--- src/uart_bus_pkg.sv ---
/* Register bus types and register map of the UART peripheral.
   Imported by the bus slave and by the RTL top for its port types */
package uart_bus_pkg;

    // Bus geometry
    localparam int ADDR_W = 16;
    localparam int DATA_W = 32;

    typedef logic [ADDR_W-1:0]   bus_addr_t;
    typedef logic [DATA_W-1:0]   bus_word_t;
    // One strobe bit per byte lane of the data word
    typedef logic [DATA_W/8-1:0] bus_strb_t;

    ////////////////////////////////////////
    // Register offsets
    ////////////////////////////////////////

    // Control and status, read/write with read-only status bits
    localparam bus_addr_t REG_CTRL = 16'h0000;
    // Baud divider, written per byte strobe
    localparam bus_addr_t REG_DIV  = 16'h0004;
    // TX data, a write blocks while the TX FIFO is full
    localparam bus_addr_t REG_TXD  = 16'h0008;
    // RX data, a read blocks while the RX FIFO is empty
    localparam bus_addr_t REG_RXD  = 16'h000C;

endpackage

--- src/uart_frame_pkg.sv ---
/* Serial frame types shared by the registers, the FIFOs and both line engines.
   Holds the character, divider and bit position types and the engine states */
package uart_frame_pkg;

    // One data character on the line
    typedef logic [7:0]  uart_byte_t;

    // Clock cycles per bit minus one
    typedef logic [15:0] baud_div_t;

    // Position of the current bit within a frame.
    // Start, 8 data, parity and two stops fit in 12 positions
    typedef logic [3:0]  bit_cnt_t;

    // Engine state, shared by the TX and RX engines
    // line_done is a short settling step after a frame
    typedef enum logic [1:0] {
        line_idle = 2'd0,
        line_xfer = 2'd1,
        line_done = 2'd2
    } line_state_t;

endpackage

--- src/frame_cfg_if.sv ---
/* Line configuration bundle, driven by the register block and read by both
   engines */
`timescale 1ns/100ps

interface frame_cfg_if;
    import uart_frame_pkg::*;

    // Engine enable, new frames only start while it is set
    logic      enable;
    // RX listens to the local TX line instead of the pin
    logic      loopback;
    logic      parity_en;
    logic      parity_odd;
    logic      two_stop;
    baud_div_t divider;

    modport ctrl (output enable, loopback, parity_en, parity_odd, two_stop, divider);

    modport engine (input enable, loopback, parity_en, parity_odd, two_stop, divider);

endinterface

--- src/sync_fifo.sv ---
/* Single-clock byte FIFO with first-word fall-through read data.
   Used once for the TX path and once for the RX path */
`timescale 1ns/100ps

module sync_fifo #(
    parameter int FIFO_DEPTH = 4
) (
    input  logic                     aclk,
    input  logic                     aresetn,
    input  logic                     push,
    input  uart_frame_pkg::uart_byte_t wdata,
    output logic                     full,
    input  logic                     pull,
    output uart_frame_pkg::uart_byte_t rdata,
    output logic                     empty
);
    import uart_frame_pkg::*;

    localparam int PTR_W = (FIFO_DEPTH > 1) ? $clog2(FIFO_DEPTH) : 1;
    localparam int CNT_W = $clog2(FIFO_DEPTH + 1);

    uart_byte_t       mem [FIFO_DEPTH];
    logic [PTR_W-1:0] wr_ptr;
    logic [PTR_W-1:0] rd_ptr;
    logic [CNT_W-1:0] count;
    logic             do_push;
    logic             do_pull;

    // Requests against a full or empty FIFO are dropped here
    assign do_push = push && !full;
    assign do_pull = pull && !empty;

    assign full  = (count == CNT_W'(FIFO_DEPTH));
    assign empty = (count == '0);
    // Oldest entry is always on the output
    assign rdata = mem[rd_ptr];

    always_ff @(posedge aclk) begin
        if (do_push) begin
            mem[wr_ptr] <= wdata;
        end
    end

    // Pointers wrap at the depth, so any depth works
    always_ff @(posedge aclk or negedge aresetn) begin
        if (!aresetn) begin
            wr_ptr <= '0;
            rd_ptr <= '0;
            count  <= '0;
        end else begin
            if (do_push) begin
                wr_ptr <= (wr_ptr == PTR_W'(FIFO_DEPTH - 1)) ? '0 : wr_ptr + 1'b1;
            end
            if (do_pull) begin
                rd_ptr <= (rd_ptr == PTR_W'(FIFO_DEPTH - 1)) ? '0 : rd_ptr + 1'b1;
            end
            if (do_push && !do_pull) begin
                count <= count + 1'b1;
            end else if (do_pull && !do_push) begin
                count <= count - 1'b1;
            end
        end
    end

    // Producers and consumers outside must watch the flags
    a_no_push_full: assert property (@(posedge aclk) disable iff (!aresetn) !(push && full));
    a_no_pull_empty: assert property (@(posedge aclk) disable iff (!aresetn) !(pull && empty));

endmodule

--- src/uart_regs.sv ---
/* Register bus slave of the UART: control/status, divider, TX and RX data.
   Drives the line configuration and moves bytes in and out of the FIFOs */
`timescale 1ns/100ps

module uart_regs #(
    parameter int DEFAULT_DIVIDER = 3
) (
    input  logic                       aclk,
    input  logic                       aresetn,
    // Register bus
    input  logic                       en,
    input  logic                       wr,
    input  uart_bus_pkg::bus_addr_t    addr,
    input  uart_bus_pkg::bus_word_t    wdata,
    input  uart_bus_pkg::bus_strb_t    strb,
    output uart_bus_pkg::bus_word_t    rdata,
    output logic                       ready,
    // TX FIFO write side
    output logic                       tx_push,
    output uart_frame_pkg::uart_byte_t tx_byte,
    input  logic                       tx_full,
    input  logic                       tx_empty,
    // RX FIFO read side
    output logic                       rx_pull,
    input  uart_frame_pkg::uart_byte_t rx_byte,
    input  logic                       rx_full,
    input  logic                       rx_empty,
    // Engine status
    input  logic                       tx_busy,
    input  logic                       rx_busy,
    input  logic                       cts_sync,
    input  logic                       parity_err,
    frame_cfg_if.ctrl                  cfg
);
    import uart_bus_pkg::*;
    import uart_frame_pkg::*;

    // Control bits in register order: two_stop down to enable
    logic [4:0] ctrl_q;
    baud_div_t  divider_q;
    bus_word_t  status;
    logic       access;
    logic       done;

    assign cfg.enable     = ctrl_q[0];
    assign cfg.loopback   = ctrl_q[1];
    assign cfg.parity_en  = ctrl_q[2];
    assign cfg.parity_odd = ctrl_q[3];
    assign cfg.two_stop   = ctrl_q[4];
    assign cfg.divider    = divider_q;

    // Status sits in bits 15:8 above the control bits, upper half reads zero
    assign status = bus_word_t'({parity_err, cts_sync, ~rx_full, rx_full, rx_empty,
                                 tx_full, tx_empty, tx_busy | rx_busy, 3'b000, ctrl_q});

    ////////////////////////////////////////
    // Access decode
    ////////////////////////////////////////

    // The cycle after ready is a dead cycle, a held en is not a new request
    assign access = en && !ready;

    // Data registers complete only once their FIFO can serve the access
    always_comb begin
        case (addr)
            REG_TXD: done = !wr || !tx_full;
            REG_RXD: done = wr || !rx_empty;
            default: done = 1'b1;
        endcase
    end

    always_ff @(posedge aclk or negedge aresetn) begin
        if (!aresetn) begin
            ready     <= 1'b0;
            tx_push   <= 1'b0;
            rx_pull   <= 1'b0;
            ctrl_q    <= 5'b00001;
            divider_q <= baud_div_t'(DEFAULT_DIVIDER);
        end else begin
            ready   <= access && done;
            // FIFO strobes line up with ready, the flags settle in the dead cycle
            tx_push <= access && done && wr && (addr == REG_TXD);
            rx_pull <= access && done && !wr && (addr == REG_RXD);
            if (access && wr && (addr == REG_CTRL) && strb[0]) begin
                ctrl_q <= wdata[4:0];
            end
            if (access && wr && (addr == REG_DIV)) begin
                if (strb[0]) divider_q[7:0]  <= wdata[7:0];
                if (strb[1]) divider_q[15:8] <= wdata[15:8];
            end
        end
    end

    // Read data and TX byte are only looked at together with ready or tx_push
    always_ff @(posedge aclk) begin
        if (access && done) begin
            case (addr)
                REG_CTRL: rdata <= status;
                REG_DIV:  rdata <= bus_word_t'(divider_q);
                REG_TXD:  rdata <= bus_word_t'(tx_byte);
                REG_RXD:  rdata <= bus_word_t'(rx_byte);
                default:  rdata <= '1;
            endcase
            if (wr && (addr == REG_TXD)) begin
                tx_byte <= wdata[7:0];
            end
        end
    end

    // A completed read of a readable register returns fully known data
    a_read_known: assert property (@(posedge aclk) disable iff (!aresetn)
        ready && !$past(wr) && ($past(addr) != REG_TXD) |-> !$isunknown(rdata));

endmodule

--- src/uart_tx.sv ---
/* Transmit engine: takes bytes from the TX FIFO and serializes them with
   optional parity and one or two stop bits while CTS allows it */
`timescale 1ns/100ps

module uart_tx (
    input  logic                       aclk,
    input  logic                       aresetn,
    frame_cfg_if.engine                cfg,
    input  logic                       uart_cts,
    input  uart_frame_pkg::uart_byte_t byte_in,
    input  logic                       empty,
    output logic                       pull,
    output logic                       uart_tx,
    output logic                       cts_sync,
    output logic                       busy
);
    import uart_frame_pkg::*;

    line_state_t state;
    logic [1:0]  cts_q;
    baud_div_t   baud_cnt;
    bit_cnt_t    bit_cnt;
    bit_cnt_t    last_bit;
    uart_byte_t  shift_q;
    logic        parity_q;
    logic        start;
    logic        bit_tick;

    assign cts_sync = cts_q[1];
    assign busy     = (state != line_idle);

    // A frame only starts between frames, so CTS and enable never cut one
    assign start    = (state == line_idle) && cfg.enable && cts_sync && !empty;
    assign bit_tick = (state == line_xfer) && (baud_cnt == cfg.divider);
    // Index of the final stop bit: start is 0, data 1 to 8
    assign last_bit = bit_cnt_t'(9) + bit_cnt_t'(cfg.parity_en) + bit_cnt_t'(cfg.two_stop);

    always_ff @(posedge aclk or negedge aresetn) begin
        if (!aresetn) begin
            cts_q <= 2'b11;
        end else begin
            cts_q <= {cts_q[0], uart_cts};
        end
    end

    // Byte and parity are captured when the frame starts
    always_ff @(posedge aclk) begin
        if (start) begin
            shift_q  <= byte_in;
            parity_q <= (^byte_in) ^ cfg.parity_odd;
        end else if (bit_tick && (bit_cnt < bit_cnt_t'(8))) begin
            shift_q  <= shift_q >> 1;
        end
    end

    ////////////////////////////////////////
    // Frame FSM
    ////////////////////////////////////////

    always_ff @(posedge aclk or negedge aresetn) begin
        if (!aresetn) begin
            state    <= line_idle;
            baud_cnt <= '0;
            bit_cnt  <= '0;
            pull     <= 1'b0;
            uart_tx  <= 1'b1;
        end else begin
            pull <= start;
            case (state)
                line_xfer: begin
                    baud_cnt <= bit_tick ? '0 : baud_cnt + 1'b1;
                    if (bit_tick) begin
                        if (bit_cnt == last_bit) begin
                            state <= line_done;
                        end else begin
                            bit_cnt <= bit_cnt + 1'b1;
                            // Next bit: data LSB first, then parity, then stops
                            if (bit_cnt < bit_cnt_t'(8)) begin
                                uart_tx <= shift_q[0];
                            end else if ((bit_cnt == bit_cnt_t'(8)) && cfg.parity_en) begin
                                uart_tx <= parity_q;
                            end else begin
                                uart_tx <= 1'b1;
                            end
                        end
                    end
                end
                line_done: begin
                    state <= line_idle;
                end
                default: begin
                    uart_tx  <= 1'b1;
                    baud_cnt <= '0;
                    bit_cnt  <= '0;
                    if (start) begin
                        uart_tx <= 1'b0;
                        state   <= line_xfer;
                    end
                end
            endcase
        end
    end

endmodule

--- src/uart_rx.sv ---
/* Receive engine: synchronizes the serial line (or the local TX line in
   loopback), deserializes bytes, checks parity and pushes into the RX FIFO */
`timescale 1ns/100ps

module uart_rx (
    input  logic                       aclk,
    input  logic                       aresetn,
    frame_cfg_if.engine                cfg,
    input  logic                       uart_rx,
    input  logic                       tx_line,
    input  logic                       rts,
    output logic                       push,
    output uart_frame_pkg::uart_byte_t byte_out,
    output logic                       parity_err,
    output logic                       busy
);
    import uart_frame_pkg::*;

    line_state_t state;
    logic [1:0]  line_q;
    logic        rx_bit;
    baud_div_t   baud_cnt;
    bit_cnt_t    bit_cnt;
    logic        bit_tick;
    logic        last_data;

    assign rx_bit    = line_q[1];
    assign busy      = (state != line_idle);
    assign bit_tick  = (state == line_xfer) && (baud_cnt == cfg.divider);
    // Data bit 7 ends the frame unless a parity bit follows
    assign last_data = (bit_cnt == bit_cnt_t'(7)) && !cfg.parity_en;

    // Two-flop synchronizer on the selected line, idle level is high
    always_ff @(posedge aclk or negedge aresetn) begin
        if (!aresetn) begin
            line_q <= 2'b11;
        end else begin
            line_q <= {line_q[0], cfg.loopback ? tx_line : uart_rx};
        end
    end

    always_ff @(posedge aclk) begin
        if (bit_tick && (bit_cnt < bit_cnt_t'(8))) begin
            byte_out <= {rx_bit, byte_out[7:1]};
        end
    end

    ////////////////////////////////////////
    // Frame FSM
    ////////////////////////////////////////

    always_ff @(posedge aclk or negedge aresetn) begin
        if (!aresetn) begin
            state      <= line_idle;
            baud_cnt   <= '0;
            bit_cnt    <= '0;
            push       <= 1'b0;
            parity_err <= 1'b0;
        end else begin
            push <= 1'b0;
            case (state)
                line_xfer: begin
                    baud_cnt <= bit_tick ? '0 : baud_cnt + 1'b1;
                    if (bit_tick) begin
                        bit_cnt <= bit_cnt + 1'b1;
                        if (last_data) begin
                            push       <= 1'b1;
                            parity_err <= 1'b0;
                            state      <= line_done;
                        end else if (bit_cnt == bit_cnt_t'(8)) begin
                            // Data and parity together must match the parity mode
                            push       <= 1'b1;
                            parity_err <= (^byte_out) ^ rx_bit ^ cfg.parity_odd;
                            state      <= line_done;
                        end
                    end
                end
                line_done: begin
                    // The last bit may be low, wait for the stop level first
                    if (rx_bit) begin
                        state <= line_idle;
                    end
                end
                default: begin
                    baud_cnt <= '0;
                    bit_cnt  <= '0;
                    if (cfg.enable && rts && !rx_bit) begin
                        state <= line_xfer;
                    end
                end
            endcase
        end
    end

endmodule

--- src/uart_top.sv ---
/* RTL top of the UART peripheral: register slave, two byte FIFOs and the
   TX and RX engines behind plain bus and line ports */
`timescale 1ns/100ps

module uart_top #(
    parameter int FIFO_DEPTH      = 4,
    parameter int DEFAULT_DIVIDER = 3
) (
    input  logic                    aclk,
    input  logic                    aresetn,
    input  logic                    en,
    input  logic                    wr,
    input  uart_bus_pkg::bus_addr_t addr,
    input  uart_bus_pkg::bus_word_t wdata,
    input  uart_bus_pkg::bus_strb_t strb,
    output uart_bus_pkg::bus_word_t rdata,
    output logic                    ready,
    input  logic                    uart_rx,
    output logic                    uart_tx,
    output logic                    uart_rts,
    input  logic                    uart_cts
);
    import uart_frame_pkg::*;

    logic       tx_push, tx_pull, tx_full, tx_empty, tx_busy, cts_sync;
    logic       rx_push, rx_pull, rx_full, rx_empty, rx_busy, parity_err;
    uart_byte_t tx_wbyte, tx_rbyte, rx_wbyte, rx_rbyte;

    frame_cfg_if cfg_if ();

    // Peer may send while the RX FIFO has room
    assign uart_rts = ~rx_full;

    uart_regs #(.DEFAULT_DIVIDER(DEFAULT_DIVIDER)) regs_i (
        .aclk(aclk), .aresetn(aresetn), .en(en), .wr(wr), .addr(addr), .wdata(wdata),
        .strb(strb), .rdata(rdata), .ready(ready), .tx_push(tx_push), .tx_byte(tx_wbyte),
        .tx_full(tx_full), .tx_empty(tx_empty), .rx_pull(rx_pull), .rx_byte(rx_rbyte),
        .rx_full(rx_full), .rx_empty(rx_empty), .tx_busy(tx_busy), .rx_busy(rx_busy),
        .cts_sync(cts_sync), .parity_err(parity_err), .cfg(cfg_if.ctrl)
    );

    sync_fifo #(.FIFO_DEPTH(FIFO_DEPTH)) tx_fifo_i (
        .aclk(aclk), .aresetn(aresetn), .push(tx_push), .wdata(tx_wbyte), .full(tx_full),
        .pull(tx_pull), .rdata(tx_rbyte), .empty(tx_empty)
    );

    sync_fifo #(.FIFO_DEPTH(FIFO_DEPTH)) rx_fifo_i (
        .aclk(aclk), .aresetn(aresetn), .push(rx_push), .wdata(rx_wbyte), .full(rx_full),
        .pull(rx_pull), .rdata(rx_rbyte), .empty(rx_empty)
    );

    uart_tx tx_i (
        .aclk(aclk), .aresetn(aresetn), .cfg(cfg_if.engine), .uart_cts(uart_cts),
        .byte_in(tx_rbyte), .empty(tx_empty), .pull(tx_pull), .uart_tx(uart_tx),
        .cts_sync(cts_sync), .busy(tx_busy)
    );

    // Loopback taps the TX line right at the output port
    uart_rx rx_i (
        .aclk(aclk), .aresetn(aresetn), .cfg(cfg_if.engine), .uart_rx(uart_rx),
        .tx_line(uart_tx), .rts(uart_rts), .push(rx_push), .byte_out(rx_wbyte),
        .parity_err(parity_err), .busy(rx_busy)
    );

endmodule

--- config.mk ---
export PLATFORM = sky130hd
export DESIGN_NAME = uart_top
export DESIGN_NICKNAME = d
export VERILOG_FILES = /design/src/uart_bus_pkg.sv /design/src/uart_frame_pkg.sv /design/src/frame_cfg_if.sv /design/src/sync_fifo.sv /design/src/uart_regs.sv /design/src/uart_tx.sv /design/src/uart_rx.sv /design/src/uart_top.sv
export SDC_FILE = /design/constraint.sdc
export NUM_CORES = 1
export LEC_CHECK = 0
export BUFFER_PORTS_ARGS = -buffer_cell sky130_fd_sc_hd__buf_4
export CAP_MARGIN = 20
export CORE_UTILIZATION = 30
export CTS_CLUSTER_SIZE = 12
export DETAILED_ROUTE_END_ITERATION = 12
export SETUP_SLACK_MARGIN = 0.2
export SLEW_MARGIN = 20
export SYNTH_ARGS = -nofsm -noshare
export SYNTH_HDL_FRONTEND = slang
export SYNTH_SLANG_ARGS = --single-unit
--- constraint.sdc ---
create_clock -name aclk -period 3.25 [get_ports aclk]
set_input_delay 0.1625 -clock aclk [delete_from_list [all_inputs] [get_ports aclk]]
set_output_delay 0.1625 -clock aclk [all_outputs]
set_load 0.005 [all_outputs]
==> results.sh <==
export IMPL_cts_root_buf="clkbuf_16"
export IMPL_cts_resized_gates=0
export IMPL_endpoint_kind="flop"
export IMPL_worstMarginPinSlew_ps=624
export IMPL_globalRouteMet2Util_pct=21.0
export IMPL_first_global_vias=5370
export IMPL_slowest_delay_ps=510
export IMPL_synth_avg_cell_area_um2=13.7
export IMPL_crit_arrival_ps=2660
export IMPL_drc=0
export IMPL_synth_cell_types=55
export IMPL_fin_nets=833
export IMPL_yosys_area_top_type_share_pct=35.1
export IMPL_layout_commonest_cell="edfxtp_1"
export IMPL_area_growth_pct=19.3
export IMPL_cellPowerDensity_nw_per_um2=526
export IMPL_synth_flop_cell="edfxtp_1"
export IMPL_grt_busiest_layer="met2"
export IMPL_slew_headroom_pct=58.4
export IMPL_clk_latency_ps=430
export IMPL_yosys_warnings=0
export IMPL_drv_cap=0
export IMPL_min_period_ps=2350
export IMPL_die_h_um=176
export IMPL_dp_cells=1101
export IMPL_netlist_area_um2=9060
export IMPL_status="finished, final reports clean"
export IMPL_via_per_inst=4.66
export IMPL_vias=5364
export IMPL_clock_path_buffers=2
export IMPL_fin_setup_tns_ps=0
export IMPL_fp_coreArea_um2=29700
export IMPL_grt_usage_pct=12.9
export IMPL_grt_use_met3_pct=1.99
export IMPL_fin_crit_sh_pct=72.2
export IMPL_finalHoldViolCount=0
export IMPL_syn_num_nets=748
export IMPL_rows=63
export IMPL_synth_top_area_cell="edfxtp_1"
export IMPL_die_w_um=176
export IMPL_ys_seq_area_share_pct=60.1
export IMPL_routed_wl_mm=19.0
export IMPL_async_flop_share_pct=45.9
export IMPL_clock_sinks=196
export IMPL_postCtsSetupBuffers=0
export IMPL_drtPass1Iterations=5
export IMPL_worstPathCellList="xor2_1 -> nor4_1 -> nand4_1 -> a21oi_1 -> buf_4 -> o21ai_1 -> a22o_1"
export IMPL_finalNonFillerCells=1151
export IMPL_dpl_hpwl_mm=13.8
export IMPL_antenna_found_initial=0
export IMPL_worst_setup_path_start_kind="flop"
export IMPL_synth_adder_area_share_pct=3.89
export IMPL_start_util_pct=30.5
export IMPL_max_freq_ghz=0.426
export IMPL_fin_worst_skew_ps=11.7
export IMPL_slew_viol_final=0
export IMPL_synth_edf_count=106
export IMPL_drt_iter0_markers=371
export IMPL_muxShareOfSynthArea_pct=10.5
export IMPL_n_antenna_cell=0
export IMPL_pre_cts_ws_ps=905
export IMPL_synth_seq_cells=196
export IMPL_final_setup_viol_count=0
export IMPL_hold_buffers=18
export IMPL_synth_xor_area_share_pct=7.92
export IMPL_synth_area_leaders="edfxtp_1 (35%), dfrtp_1 (23%), xor2_1 (5.9%)"
export IMPL_nFillCells=2845
export IMPL_io_buffers=74
export IMPL_min_path_type="primary input to flop"
export IMPL_gp_congestion=0.760
export IMPL_htree_num_levels=4
export IMPL_drt_antenna_violating_nets=0
export IMPL_synth_top_family_by_area="multiplexers"
export IMPL_synth_compound_area_share_pct=4.36
export IMPL_crit_slowest_cell="nor4_1"
export IMPL_crit_type="flop to flop"
export IMPL_grt_pass1_wl_mm=30.3
export IMPL_grt_overflow=0
export IMPL_whs_ps=47.7
export IMPL_numCtsBuffers=17
export IMPL_grt_max_degree=43
export IMPL_wl_per_cell_um=16.5
export IMPL_yosys_area_share_simple_pct=10.0
export IMPL_rsz0062_at_grt="no"
export IMPL_die_area_um2=30900
export IMPL_worstPathMaxFanout=8
export IMPL_syn_inst=663
export IMPL_vdd_ir_drop_max_v=0.000442
export IMPL_grt_use_met1_pct=18.0
export IMPL_seq_area_um2=5450
export IMPL_setup_ws_ps=902
export IMPL_ios=93
export IMPL_final_cell_mix="edfxtp_1 (106), buf_4 (84), dfrtp_1 (82), xor2_1 (61), nor2_1 (53)"
export IMPL_multiInputGateArea_um2=3330
export IMPL_power_leakage_nw=4.40
export IMPL_clkSlewWorstSetupHoldPaths_ps=70
export IMPL_cp_required_ps=3560
export IMPL_drive_above_1_share_pct=25.1
export IMPL_cts_tree="done"
==> cells by family after synthesis <==
| kind of cell | after synthesis |
|---|---|
| AOI/OAI and AO/OA | 62 |
| xor gates and xnor gates | 82 |
| adders and majority gates | 27 |
| buffers and inverters | 60 |
| DFF | 196 |
| muxes | 64 |
| and+or+nand+nor | 172 |
==> final timing paths <==
path / start / cells after the start / slack [ps] / endpoint
setup / recovery: regs_i.cfg.divider[7] / 7 / 900 / tx_i.bit_cnt[1]
hold / removal: uart_rx / 2 / 50 / rx_i.line_q[0]
min in group asynchronous: aresetn / 2 / 290 / rx_i.baud_cnt[11]
setup reg to reg: regs_i.cfg.divider[7] / 7 / 900 / tx_i.bit_cnt[1]
hold reg to reg: rx_i.line_q[0] / 0 / 360 / rx_i.line_q[1]
max in group asynchronous: aresetn / 3 / 2000 / regs_i.ctrl_q[0]
==> state kept, by name, indices dropped and copies added, names as in the netlist, 4 cells and up <==
register and cells:
regs_i.cfg.divider 16, regs_i.ctrl_q 5, regs_i.rdata 17, regs_i.tx_byte 8
rx_fifo_i.mem 32, rx_i.baud_cnt 16, rx_i.bit_cnt 4, rx_i.byte_out 8
tx_fifo_i.mem 32, tx_i.baud_cnt 16, tx_i.bit_cnt 4, tx_i.shift_q 8
==> where the power goes <==
part / total, mW / internal, mW / switching (mW)
clock: 2.26 / 1.26 / 1.00
sequential: 2.89 / 2.78 / 0.107
combinational: 0.536 / 0.246 / 0.289
total: 5.69 / 4.29 / 1.40
==> through the flow <==
stage | utilization, % | power [mW] | area (um2)
CTS | 36.4 | 5.75 | 10800
finish | 36.4 | 5.69 | 10800
global placement | 33.6 | 3.46 | 9990
floorplan | - | 3.25 | 9060
global route | 36.4 | 5.91 | 10800
detailed placement | 33.6 | 3.47 | 9990
==> routing by layer <==
metal	part of all wire, %	routed length [um]
met1	48	9080
met2	48	9100
met3	3.5	667
met4	0.93	176
met5	0	0
==> synth_stat cells, drive strengths merged (4+ instances only) <==
cell type    n
edfxtp     106
dfrtp       82
xor2        61
nor2        54
mux2        38
nand2       27
ha          25
inv         24
buf         23
mux4        21
o21ai       21
xnor2       21
nand3       15
clkbuf      13
nor4        13
a21oi       12
and3        12
nand4       10
nand2b       9
dfstp        8
and4         7
nor3         6
o22ai        6
and2         5
mux2i        5
a21o         4
a22o         4
nor2b        4
nor3b        4
==> layout make-up <==
| class | instances | share of cell area, % |
|---|---|---|
| Timing Repair Buffer | 102 | 7.50 |
| Tap cell | 390 | 4.51 |
| Sequential cell | 196 | 50.4 |
| Clock inverter | 14 | 1.96 |
| Clock buffer | 18 | 3.97 |
| Inverter | 24 | 0.856 |
| Multi-Input combinational cell | 407 | 30.8 |
==> worst max-delay path: cells and delay by family (launching register included) <==
family / cells / cell delay, ps
AND/OR/NAND/NOR: 2 / 780
buffers and inverters: 1 / 180
XOR/XNOR: 1 / 190
AO/OA/AOI/OAI: 3 / 600
flip-flops: 1 / 470
Power figures use the tool's default switching activity.
